`config.mk`:
```
export PLATFORM = sky130hd
export DESIGN_NAME = cpu_frontend
export DESIGN_NICKNAME = d
export VERILOG_FILES = /design/src/hdl/cpu_frontend_pkg.sv /design/src/hdl/cpu_frontend_if.sv /design/src/hdl/icache_line.sv /design/src/hdl/icache_refill.sv /design/src/hdl/icache_hit_select.sv /design/src/hdl/fetch_unit.sv /design/src/hdl/cpu_frontend.sv
export SDC_FILE = /design/constraint.sdc
export NUM_CORES = 1
export LEC_CHECK = 0
export BUFFER_PORTS_ARGS = -buffer_cell sky130_fd_sc_hd__buf_2
export CAP_MARGIN = 0
export CORE_MARGIN = 5
export CORE_UTILIZATION = 34
export DETAILED_ROUTE_END_ITERATION = 10
export HOLD_SLACK_MARGIN = 0.05
export MAX_ROUTING_LAYER = met4
export SKIP_LAST_GASP = 1
export SYNTH_ARGS = -nofsm -noshare
export SYNTH_HDL_FRONTEND = slang
export SYNTH_SLANG_ARGS = --single-unit
```
`constraint.sdc`:
```
create_clock -name i_clock -period 5.9 [get_ports i_clock]
set_clock_uncertainty 0.1 [all_clocks]
set_input_delay 0.59 -clock i_clock [delete_from_list [all_inputs] [get_ports i_clock]]
set_output_delay 0.59 -clock i_clock [all_outputs]
set_load 0.05 [all_outputs]
```
`src/hdl/cpu_frontend_pkg.sv`:
```
package cpu_frontend_pkg;

	// Data and address width
	localparam int xlen = 32;

	// Width of the delivered instruction counter
	localparam int fetch_tag_width = 8;

	// Default number of one-word cache slots
	localparam int line_count_default = 8;

	typedef logic [4:0] reg_index_t;

	// RV32 major opcodes seen by the front end
	typedef enum logic [6:0] {
		op_lui    = 7'b0110111,
		op_auipc  = 7'b0010111,
		op_jal    = 7'b1101111,
		op_jalr   = 7'b1100111,
		op_branch = 7'b1100011,
		op_load   = 7'b0000011,
		op_store  = 7'b0100011,
		op_op_imm = 7'b0010011,
		op_op     = 7'b0110011,
		op_system = 7'b1110011
	} opcode_t;

	// Packet handed from fetch to decode
	typedef struct packed {
		logic [fetch_tag_width-1:0] tag;
		logic [xlen-1:0] pc;
		logic [xlen-1:0] instruction;
		reg_index_t rs1;
		reg_index_t rs2;
	} fetch_data_t;

endpackage

```
`src/hdl/cpu_frontend_if.sv`:
```
`timescale 1ns/10ps

// Fetch unit to cache lookup path
interface icache_lookup_if;
	import cpu_frontend_pkg::*;

	logic [xlen-1:0] pc;
	logic stall;
	logic ready;
	logic [xlen-1:0] rdata;

	modport requester (
		output pc,
		output stall,
		input ready,
		input rdata
	);

	modport responder (
		input pc,
		input stall,
		output ready,
		output rdata
	);

	// Slots and refill engine only look at the pc
	modport monitor (
		input pc
	);

endinterface

// Refill engine to cache slots
interface icache_fill_if #(
	parameter int line_count = cpu_frontend_pkg::line_count_default
);
	import cpu_frontend_pkg::*;

	localparam int index_width = $clog2(line_count);
	localparam int tag_width = xlen - 2 - index_width;

	logic write;
	logic [index_width-1:0] index;
	logic [tag_width-1:0] tag;
	logic [xlen-1:0] word;

	modport writer (
		output write,
		output index,
		output tag,
		output word
	);

	modport slot (
		input write,
		input index,
		input tag,
		input word
	);

endinterface

```
`src/hdl/icache_line.sv`:
```
`timescale 1ns/10ps

module icache_line #(
	parameter int line_count = cpu_frontend_pkg::line_count_default,
	parameter int slot = 0
)(
	input logic i_clock,
	input logic i_reset,
	icache_fill_if.slot fill,
	icache_lookup_if.monitor lookup,
	output logic o_hit,
	output logic [cpu_frontend_pkg::xlen-1:0] o_word
);
	import cpu_frontend_pkg::*;

	localparam int index_width = $clog2(line_count);
	localparam int tag_width = xlen - 2 - index_width;
	localparam logic [index_width-1:0] slot_index = index_width'(slot);

	logic valid;
	logic [tag_width-1:0] line_tag;
	logic [xlen-1:0] line_word;
	logic write_here;

	// Only the addressed slot takes the refill
	assign write_here = fill.write && (fill.index == slot_index);

	always_ff @(posedge i_clock) begin
		if (i_reset)
			valid <= 1'b0;
		else if (write_here)
			valid <= 1'b1;
	end

	always_ff @(posedge i_clock) begin
		if (write_here) begin
			line_tag <= fill.tag;
			line_word <= fill.word;
		end
	end

	assign o_hit = valid
		&& (lookup.pc[index_width+1:2] == slot_index)
		&& (lookup.pc[xlen-1:index_width+2] == line_tag);
	assign o_word = line_word;

endmodule

```
`src/hdl/icache_refill.sv`:
```
`timescale 1ns/10ps

module icache_refill #(
	parameter int line_count = cpu_frontend_pkg::line_count_default
)(
	input logic i_clock,
	input logic i_reset,
	icache_lookup_if.monitor lookup,
	input logic i_hit_any,
	icache_fill_if.writer fill,

	// External bus
	output logic o_bus_request,
	output logic [cpu_frontend_pkg::xlen-1:0] o_bus_address,
	input logic i_bus_ready,
	input logic [cpu_frontend_pkg::xlen-1:0] i_bus_rdata
);
	import cpu_frontend_pkg::*;

	localparam int index_width = $clog2(line_count);

	typedef enum logic [1:0] {
		refill_idle,
		refill_request,
		refill_write
	} refill_state_t;

	refill_state_t state;
	logic [xlen-1:0] miss_pc;
	logic [xlen-1:0] miss_word;

	always_ff @(posedge i_clock) begin
		if (i_reset) begin
			state <= refill_idle;
			o_bus_request <= 1'b0;
		end
		else begin
			case (state)
				refill_idle: begin
					if (!i_hit_any) begin
						o_bus_request <= 1'b1;
						state <= refill_request;
					end
				end
				refill_request: begin
					// Request held until the bus answers
					if (i_bus_ready) begin
						o_bus_request <= 1'b0;
						state <= refill_write;
					end
				end
				refill_write:
					state <= refill_idle;
				default:
					state <= refill_idle;
			endcase
		end
	end

	// Address and data of the line being refilled
	always_ff @(posedge i_clock) begin
		if (state == refill_idle && !i_hit_any)
			miss_pc <= {lookup.pc[xlen-1:2], 2'b00};
		if (state == refill_request && i_bus_ready)
			miss_word <= i_bus_rdata;
	end

	assign o_bus_address = miss_pc;

	assign fill.write = (state == refill_write);
	assign fill.index = miss_pc[index_width+1:2];
	assign fill.tag = miss_pc[xlen-1:index_width+2];
	assign fill.word = miss_word;

endmodule

```
`src/hdl/icache_hit_select.sv`:
```
`timescale 1ns/10ps

module icache_hit_select #(
	parameter int line_count = cpu_frontend_pkg::line_count_default
)(
	input logic [line_count-1:0] i_hit,
	input logic [line_count-1:0][cpu_frontend_pkg::xlen-1:0] i_words,
	icache_lookup_if.responder lookup,
	output logic o_hit_any
);
	import cpu_frontend_pkg::*;

	logic [xlen-1:0] hit_word;

	// At most one slot can match a given pc
	always_comb begin
		hit_word = '0;
		for (int i = 0; i < line_count; i++) begin
			hit_word = hit_word | ({xlen{i_hit[i]}} & i_words[i]);
		end
	end

	assign o_hit_any = |i_hit;

	// Stall holds back the answer, not the lookup
	assign lookup.ready = o_hit_any && !lookup.stall;
	assign lookup.rdata = hit_word;

endmodule

```
`src/hdl/fetch_unit.sv`:
```
`timescale 1ns/10ps

module fetch_unit #(
	parameter logic [cpu_frontend_pkg::xlen-1:0] reset_vector = '0
)(
	input logic i_clock,
	input logic i_reset,
	icache_lookup_if.requester lookup,

	// Redirect from execute
	input logic i_jump,
	input logic [cpu_frontend_pkg::xlen-1:0] i_jump_pc,

	// Interrupt
	input logic i_irq_pending,
	input logic [cpu_frontend_pkg::xlen-1:0] i_irq_pc,
	output logic o_irq_dispatched,
	output logic [cpu_frontend_pkg::xlen-1:0] o_irq_epc,

	// Decode side
	input logic i_decode_busy,
	output cpu_frontend_pkg::fetch_data_t o_data
);
	import cpu_frontend_pkg::*;

	typedef enum logic {
		wait_icache,
		wait_jump
	} fetch_state_t;

	fetch_state_t state;
	logic [xlen-1:0] pc;
	fetch_data_t data_current;
	fetch_data_t data_held;

	opcode_t opcode;
	logic have_rs1;
	logic have_rs2;
	logic stops_fetch;

	// Classify the word coming out of the cache
	always_comb begin
		opcode = opcode_t'(lookup.rdata[6:0]);
		have_rs1 = 1'b0;
		have_rs2 = 1'b0;
		stops_fetch = 1'b0;
		case (opcode)
			op_lui, op_auipc: ;
			op_jal:
				stops_fetch = 1'b1;
			op_jalr: begin
				have_rs1 = 1'b1;
				stops_fetch = 1'b1;
			end
			op_branch: begin
				have_rs1 = 1'b1;
				have_rs2 = 1'b1;
				stops_fetch = 1'b1;
			end
			op_load, op_op_imm:
				have_rs1 = 1'b1;
			op_store, op_op: begin
				have_rs1 = 1'b1;
				have_rs2 = 1'b1;
			end
			// ECALL, MRET and WFI all wait for execute
			op_system: begin
				have_rs1 = 1'b1;
				stops_fetch = 1'b1;
			end
			default: ;
		endcase
	end

	assign lookup.pc = pc;
	assign lookup.stall = i_decode_busy || (state != wait_icache);

	// Decode sees the held copy while it is busy
	assign o_data = i_decode_busy ? data_held : data_current;

	always_ff @(posedge i_clock) begin
		if (i_reset)
			data_held <= '0;
		else if (!i_decode_busy)
			data_held <= data_current;
	end

	always_ff @(posedge i_clock) begin
		if (i_reset) begin
			state <= wait_icache;
			pc <= reset_vector;
			data_current <= '0;
			o_irq_dispatched <= 1'b0;
			o_irq_epc <= '0;
		end
		else begin
			o_irq_dispatched <= 1'b0;
			o_irq_epc <= '0;
			if (i_irq_pending) begin
				// Interrupt wins over any fetch in flight
				o_irq_dispatched <= 1'b1;
				o_irq_epc <= pc;
				pc <= i_irq_pc;
				state <= wait_icache;
			end
			else begin
				case (state)
					wait_icache: begin
						if (lookup.ready) begin
							data_current.tag <= data_current.tag + 1'b1;
							data_current.pc <= pc;
							data_current.instruction <= lookup.rdata;
							data_current.rs1 <= have_rs1 ? lookup.rdata[19:15] : '0;
							data_current.rs2 <= have_rs2 ? lookup.rdata[24:20] : '0;
							if (stops_fetch)
								state <= wait_jump;
							else
								pc <= pc + 32'd4;
						end
					end
					wait_jump: begin
						if (i_jump) begin
							pc <= i_jump_pc;
							state <= wait_icache;
						end
					end
					default:
						state <= wait_icache;
				endcase
			end
		end
	end

endmodule

```
`src/hdl/cpu_frontend.sv`:
```
`timescale 1ns/10ps

module cpu_frontend #(
	parameter logic [cpu_frontend_pkg::xlen-1:0] reset_vector = 32'h0000_0000,
	parameter int line_count = cpu_frontend_pkg::line_count_default
)(
	input logic i_clock,
	input logic i_reset,

	input logic i_jump,
	input logic [cpu_frontend_pkg::xlen-1:0] i_jump_pc,

	input logic i_irq_pending,
	input logic [cpu_frontend_pkg::xlen-1:0] i_irq_pc,
	output logic o_irq_dispatched,
	output logic [cpu_frontend_pkg::xlen-1:0] o_irq_epc,

	output logic o_bus_request,
	output logic [cpu_frontend_pkg::xlen-1:0] o_bus_address,
	input logic i_bus_ready,
	input logic [cpu_frontend_pkg::xlen-1:0] i_bus_rdata,

	input logic i_decode_busy,
	output logic [cpu_frontend_pkg::fetch_tag_width-1:0] o_fetch_tag,
	output logic [cpu_frontend_pkg::xlen-1:0] o_fetch_pc,
	output logic [cpu_frontend_pkg::xlen-1:0] o_fetch_instruction,
	output cpu_frontend_pkg::reg_index_t o_fetch_rs1,
	output cpu_frontend_pkg::reg_index_t o_fetch_rs2
);
	import cpu_frontend_pkg::*;

	fetch_data_t fetch_data;
	logic [line_count-1:0] line_hit;
	logic [line_count-1:0][xlen-1:0] line_word;
	logic hit_any;

	icache_lookup_if lookup();
	icache_fill_if #(.line_count(line_count)) fill();

	fetch_unit #(
		.reset_vector(reset_vector)
	) i_fetch_unit (
		.i_clock(i_clock),
		.i_reset(i_reset),
		.lookup(lookup.requester),
		.i_jump(i_jump),
		.i_jump_pc(i_jump_pc),
		.i_irq_pending(i_irq_pending),
		.i_irq_pc(i_irq_pc),
		.o_irq_dispatched(o_irq_dispatched),
		.o_irq_epc(o_irq_epc),
		.i_decode_busy(i_decode_busy),
		.o_data(fetch_data)
	);

	icache_refill #(
		.line_count(line_count)
	) i_icache_refill (
		.i_clock(i_clock),
		.i_reset(i_reset),
		.lookup(lookup.monitor),
		.i_hit_any(hit_any),
		.fill(fill.writer),
		.o_bus_request(o_bus_request),
		.o_bus_address(o_bus_address),
		.i_bus_ready(i_bus_ready),
		.i_bus_rdata(i_bus_rdata)
	);

	icache_hit_select #(
		.line_count(line_count)
	) i_icache_hit_select (
		.i_hit(line_hit),
		.i_words(line_word),
		.lookup(lookup.responder),
		.o_hit_any(hit_any)
	);

	// One slot per cache index
	for (genvar i = 0; i < line_count; i++) begin : g_line
		icache_line #(
			.line_count(line_count),
			.slot(i)
		) i_icache_line (
			.i_clock(i_clock),
			.i_reset(i_reset),
			.fill(fill.slot),
			.lookup(lookup.monitor),
			.o_hit(line_hit[i]),
			.o_word(line_word[i])
		);
	end

	assign o_fetch_tag = fetch_data.tag;
	assign o_fetch_pc = fetch_data.pc;
	assign o_fetch_instruction = fetch_data.instruction;
	assign o_fetch_rs1 = fetch_data.rs1;
	assign o_fetch_rs2 = fetch_data.rs2;

endmodule

```
# After elaboration in Yosys (flattened, before gate mapping)
# Cells that the tools add are included.
# Widths: inputs -> output; s select.
[totals] reg_bits=775 input_bits=102 elab_cells=164
[classes] add_sub_neg=2 n_eq_ne=37 mux=22 bitwise=17 n_reduce_logical=44
[ops] op="$and 32x32->32" count=8
[ops] op="$or 32x32->32" count=7
[ops] op="$eq 27x27->1" count=8
[ops] op="$mux 32" count=4
[ops] op="$mux 82" count=1
[ops] op="$pmux 32 s2" count=1
[ops] op="$add 32x3->32 const B" count=1
[ops] op="$eq 7x7->1 const B" count=4
[ops] op="$logic_and 1x1->1" count=27
[ops] op="$eq 3x3->1 const B" count=8
[ops] op="$eq 7x6->1 const B" count=2
[ops] op="$eq 3x2->1 const B" count=4
[ops] op="$mux 5" count=2
[ops] op="$mux 1" count=9
[ops] op="$reduce_and 3->1" count=3
[ops] op="$add 8x1->8 const B" count=1
[ops] op="$reduce_or 8->1" count=1
[ops] op="$eq 7x2->1 const B" count=1
[ops] op="$eq 7x5->1 const B" count=1
[ops] op="$reduce_or 7->1" count=1
[ops] op="$eq 3x1->1 const B" count=2
[ops] op="$logic_not 3->1" count=2
[ops] op="$ne 3x3->1 const B" count=2
[ops] op="$mux 2" count=2
[ops] op="15 further kinds" count=20

# Depth between registers and ports, before layout
[logic_depth] word_depth=18 mapped_depth=14 mapped_depth_nobuf=11

# Cells and area by module
# Synthesis repeated with hierarchy kept, for this count alone.
[unflattened] hier_cells=2145 hier_area_um2=30385.4
[by_module_without_submodules] mod="icache_line at g_line[1].i_icache_line ..." n_inst=5 cells_per_inst=100 area_each_um2=2118.3 seq_area_each_um2=1791.7
[by_module_without_submodules] mod="fetch_unit" n_inst=1 cells_per_inst=1040 area_each_um2=9469.1 seq_area_each_um2=4604.4
[by_module_without_submodules] mod="icache_refill" n_inst=1 cells_per_inst=109 area_each_um2=2248.4 seq_area_each_um2=1921.8
[by_module_without_submodules] mod="icache_line at g_line[7].i_icache_line" n_inst=1 cells_per_inst=99 area_each_um2=2120.8 seq_area_each_um2=1791.7
[by_module_without_submodules] mod="icache_line at g_line[4].i_icache_line" n_inst=1 cells_per_inst=101 area_each_um2=2117.0 seq_area_each_um2=1791.7
[by_module_without_submodules] mod="icache_line at g_line[0].i_icache_line" n_inst=1 cells_per_inst=100 area_each_um2=2115.8 seq_area_each_um2=1791.7
[by_module_without_submodules] mod="icache_hit_select" n_inst=1 cells_per_inst=196 area_each_um2=1722.9 seq_area_each_um2=0.0

# Worst setup path after synthesis
# Ideal clock, no wire load.
[synth_path] path_kind="reg-to-reg" from="register i_icache_refill.miss_pc[4] (netlist: i_icache_refill.o_bus_address[4])" to="register g_line[0].i_icache_line.line_tag[0], enable pin" t_arrival_ps=5238 setup_slack_ps=11 path_stages_with_launch=3 synth_period_minus_slack_ps=5889 path_cell_list="edfxtp_1 or3b_2 nor3_1"
[synth_between] elab_chain_len=2
[synth_rtl] item="start, declared" line_no="icache_refill.sv:29" source="logic [xlen-1:0] miss_pc;"
[synth_rtl] item="start signal, assigned" line_no="icache_refill.sv:63" source="miss_pc <= {lookup.pc[xlen-1:2], 2'b00};"
[synth_rtl] item="$logic_not 3->1" line_no="icache_line.sv:26" source="assign write_here = fill.write && (fill.index == slot_index);"
[synth_rtl] item="$logic_and 1x1->1" line_no="icache_line.sv:26"
[synth_rtl] item="named net g_line[0].i_icache_line.write_here" line_no="icache_line.sv:23" source="logic write_here;"
[synth_rtl] item="end signal, assigned" line_no="icache_line.sv:37" source="line_tag <= fill.tag;"
[synth_rtl] item="end, declared" line_no="icache_line.sv:21" source="logic [tag_width-1:0] line_tag;"
# The timed path passes the listed nets, and every way through them passes these cells.
# A chain may end at the register's enable or synchronous reset.

# Final worst setup path
[layout_path] from="register i_fetch_unit.pc[25] (netlist: i_fetch_unit.lookup.pc[25])" to="register i_fetch_unit.pc[26] (netlist: i_fetch_unit.lookup.pc[26])"
[layout_between] elab_chain_len=15 elab_cells_between_ends=47
[layout_rtl] item="start, declared" line_no="fetch_unit.sv:32" source="logic [xlen-1:0] pc;"
[layout_rtl] item="start signal, assigned" line_no="fetch_unit.sv:91" source="pc <= reset_vector;"
[layout_rtl] item="start signal, assigned" line_no="fetch_unit.sv:103" source="pc <= i_irq_pc;"
[layout_rtl] item="start signal, assigned" line_no="fetch_unit.sv:118" source="pc <= pc + 32'd4;"
[layout_rtl] item="$eq 27x27->1" line_no="icache_line.sv:44" source="&& (lookup.pc[xlen-1:index_width+2] == line_tag);"
[layout_rtl] item="$logic_and 1x1->1" line_no="icache_line.sv:44"
[layout_rtl] item="$and 32x32->32" line_no="icache_hit_select.sv:19" source="hit_word = hit_word | ({xlen{i_hit[i]}} & i_words[i]);"
[layout_rtl] item="$or 32x32->32 (7 in a row)" line_no="icache_hit_select.sv:19"
[layout_rtl] item="$eq 7x7->1" line_no="fetch_unit.sv:47" source="case (opcode)"
[layout_rtl] item="$reduce_or 4->1 (no source line)"
[layout_rtl] item="$mux 1" line_no="fetch_unit.sv:47"
[layout_rtl] item="$ne 3x3->1 (no source line)"
[layout_rtl] item="$reduce_and 3->1 (no source line)"
# Several ways; a longest one is shown, not always the timed one. The select of a mux whose other input is x is not followed.

==> implementation parameters <==
Parameter                              Value

Detailed routing
  Residual antenna-violating net count after detailed routing ... 0
  Top Metal Used ... met4
  Iteration count of the initial detailed-routing pass ... 7
  Violation count after the first detailed-route iteration ... 2,416
  DR vias ... 22,000
  Per-cell via count in the routed design ... 5.46
  Drt total wl ... 105 mm
  Routed metal-1 wirelength ... 46.1 mm
  Total met3 wirelength after detailed routing ... 9.31 mm
  Number of DRC violations after detailed routing ... 0
  WL/cell ... 26.2 um
  WL met2 ... 47.2 mm

CTS
  Clock Latency Late Sink ... 0.65 ns
  Maximum level of the CTS H-tree ... 3
  Clock Sinks ... between 700 and 800
  Number of setup buffers added after CTS ... 0
  Total of hold buffers inserted after clock tree synthesis ... 34
  Clock Tree Buf Depth ... 3
  Number of gates resized after CTS ... 0
  Cts bufs inserted ... slightly above 80
  Clk slew on worst S/H paths ... 0.06 ns
  CTS tree ... done
  Clock root cell ... clkbuf_16

Yosys
  Synth top cells by count ... edfxtp_1, dfxtp_1, nand2_1, xnor2_1, xor2_1
  Most used DFF post-synth ... edfxtp_1
  Dominant combinational cell family by area after synthesis ... simple AND/OR/NAND/NOR gates
  Area contributors post-synth ... edfxtp_1, dfxtp_1, xnor2_1
  Most frequently used cell type in the post-synthesis netlist ... edfxtp_1
  Count of state elements after synthesis ... around 780
  Synthesized netlist cell count ... 2,425
  Post-synthesis simple-gate area fraction ... 12.8%
  Share of flip-flops with an asynchronous set or reset ... 0%
  Multiplexer fraction of the synthesized cell area ... 3.46%
  Syn avg cell area ... between 10 and 15 um2
  Fraction of the mapped netlist area in compound gates ... 8.66%
  Synth unique cells ... 76
  Register area share after synthesis ... between 60% and 70%
  Fraction of synthesized cell area taken by the top area cell type ... 50.3%
  Most area-hungry cell type in the Yosys netlist ... edfxtp_1
  Netlist area before placement ... 31,900 um2
  XOR/XNOR share of the synthesized area ... 6.72%
  Synthesized-area fraction occupied by adder cells ... 0.275%
  Synthesis Warnings ... 0
  Post-synth EDFFs ... 534

Die
  I/O Pins ... 250
  Cell row count ... 112
  Core area ... 93,200 um2
  Effective utilization at floorplan ... about a third
  Die Outline Area ... 100,000 um2
  Overall die width ... 316 um
  Die Span Y ... around 320 um

STA
  Number of max-slew violations in the final report ... 0
  Final TNS setup ... 0 ns
  Measured slew at the worst slew-check pin ... approximately 1.2 ns
  Final-report hold violation count ... 0
  RSZ-0062 raised after global routing ... false
  Fraction of the cycle the final worst path needs ... 83.0%
  Final setup violation count ... 0
  Final period demand of the worst path ... 4.90 ns
  Worst-case setup margin in the final layout ... 1.00 ns
  Max frequency ... approximately 200 MHz
  Worst slew margin relative to its limit ... 21.2%

Critical path
  Critical path class ... register to register
  Kind of launch point of the worst setup path ... register
  Critical-path cell list ... xnor2_1 -> nand4bb_1 -> or4_1 -> nor4_4 -> buf_4 -> nor4_1 -> a311oi_1 -> buf_4 -> o21ai_2 -> nand2_2 -> o211a_1
  Crit Path Max Fanout ... 25
  CP arrival ... 5.34 ns
  Endpoint class of the critical path ... register
  Data required time of the critical path ... 6.34 ns
  CP max-delay cell ... dfxtp_1
  Critical path's most frequent cell ... buf_4
  Critical Path Max Stage Delay ... 1.05 ns

Placed design
  Worst slack after detailed placement ... 1.12 ns
  Sum of net half-perimeters after detailed placement ... 71.0 mm
  GPL Wtd Cong ... around 1
  Number of buffers added on ports ... 247
  Number of instances in the placed design ... 3,835

Final layout
  Layout cell share with drive strength beyond 1 ... 21.5%
  Final standard cell count with taps included and fillers excluded ... 4,023
  Area added between synthesis and finish ... 18.2%
  Layout Nets ... 2,807
  Area of combinational cells with multiple inputs ... 10,300 um2
  Fill count ... 8,734
  Register area ... 20,900 um2

Min path
  Classification of the worst-slack hold path ... primary input to register

GRT
  Antenna violations before repair ... 7
  Maximum number of pins on one net before global-route repair ... 78
  GR Overflow Total ... 0
  Vias in the first global route ... about 21,000
  Global-route wire length before repair ... approximately 150 mm
  Gr usage total ... 21.1%

Power and ir drop
  LEAKAGE ... about 13 nW
  Worst ir drop on vdd ... 0.000192 V
  Total power density per cell area ... 317 nW/um2

Status
  Result of the run ... finished, final reports clean

Run
  MaxCap Viol Count ... 0
-- layout by cell type, fill, tap and decap left out, types with 13 or more instances in the layout --
cell type,instances
edfxtp_1,534
buf_2,245
dfxtp_1,240
nand2_1,169
xnor2_1,126
xor2_1,117
nand4_1,103
and2_1,96
nor2_1,89
mux2_2,83
clkbuf_16,83
buf_4,81
a21oi_1,73
a22oi_1,70
nor4_1,60
nand3_1,48
nor3_1,46
and3_1,40
o21ai_0,39
a22o_1,38
a221oi_1,34
dlygate4sd3_1,34
o32ai_1,28
clkbuf_1,19
and4_1,18
a211oi_2,18
mux2i_1,17
inv_1,16
or4_1,15
a211oi_1,14
clkinv_2,14
a31oi_1,13
-- cell families after synthesis --
| group | Yosys count |
|---|---|
| mux | 100 |
| compound gates | 371 |
| xor+xnor | 244 |
| buf+inv | 189 |
| other cells | 1 |
| fa+ha+maj | 7 |
| simple gates | 738 |
| flops | 775 |
-- critical path, delay by kind of cell, from the launching register on --
kind,cells,cell delay [ns]
buffers and inverters,2,0.51
xor gates and xnor gates,1,0.20
DFF,1,1.05
and+or+nand+nor,5,2.12
AOI/OAI and AO/OA,3,0.77
-- report_power, final --
group          leakage (nW)  switching [mW]  internal [mW]
clock                  1.29            2.16           2.97
combinational          4.98           0.483          0.211
sequential             6.83           0.192           5.92
total                  13.1            2.83           9.10
-- cell type report --
type	count	area share (%)
clock buffers	107	5.86
inverters	17	0.173
flip-flops and latches	775	55.4
diodes	6	0.0398
well taps	1254	4.16
clock inverters	41	1.21
repair buffers	361	5.82
multi-input cells	1462	27.4
-- per-stage QoR --
step	total power, mW	instance area (um2)	util, %	hold WS [ns]
finish	11.9	37700	40.4	0.166
global route	12.3	37700	40.4	0.157
CTS	12.0	37700	40.4	0.125
detailed placement	6.90	34700	37.2	0.342
global placement	6.89	34700	37.2	0.339
floorplan	6.55	31900	-	0.303
-- final timing paths --
kind | start | to | slack (ns) | depth (start not counted)
max reg2reg | i_fetch_unit.lookup.pc[25] | i_fetch_unit.lookup.pc[26] | 1.00 | 11
min | i_reset | i_fetch_unit.o_irq_epc[13] | 0.17 | 2
min reg2reg | i_fetch_unit.data_current[62] | i_fetch_unit.data_current[62] | 0.35 | 2
max | i_fetch_unit.lookup.pc[25] | i_fetch_unit.lookup.pc[26] | 1.00 | 11
-- registers in the layout, indices dropped and copies added (netlist names) --
name,count
i_fetch_unit.o_irq_epc,32
i_icache_refill.state,2
i_fetch_unit.lookup.pc,32
g_line.i_icache_line.line_tag,216
i_icache_refill.o_bus_address,30
i_fetch_unit.data_held,82
i_icache_refill.fill.word,32
g_line.i_icache_line.valid,8
i_fetch_unit.o_irq_dispatched,1
i_fetch_unit.data_current,82
g_line.i_icache_line.o_word,256
i_icache_refill.o_bus_request,1
i_fetch_unit.state,1
-- layer usage --
layer / vias to the layer above / global-route usage [%]
met5: - / -
met4: 0 / 6.23
met3: 179 / 4.58
met2: 1079 / 31.5
met1: 11000 / 29.1
li1: 9719 / -
(Power assumes the default switching activity.)
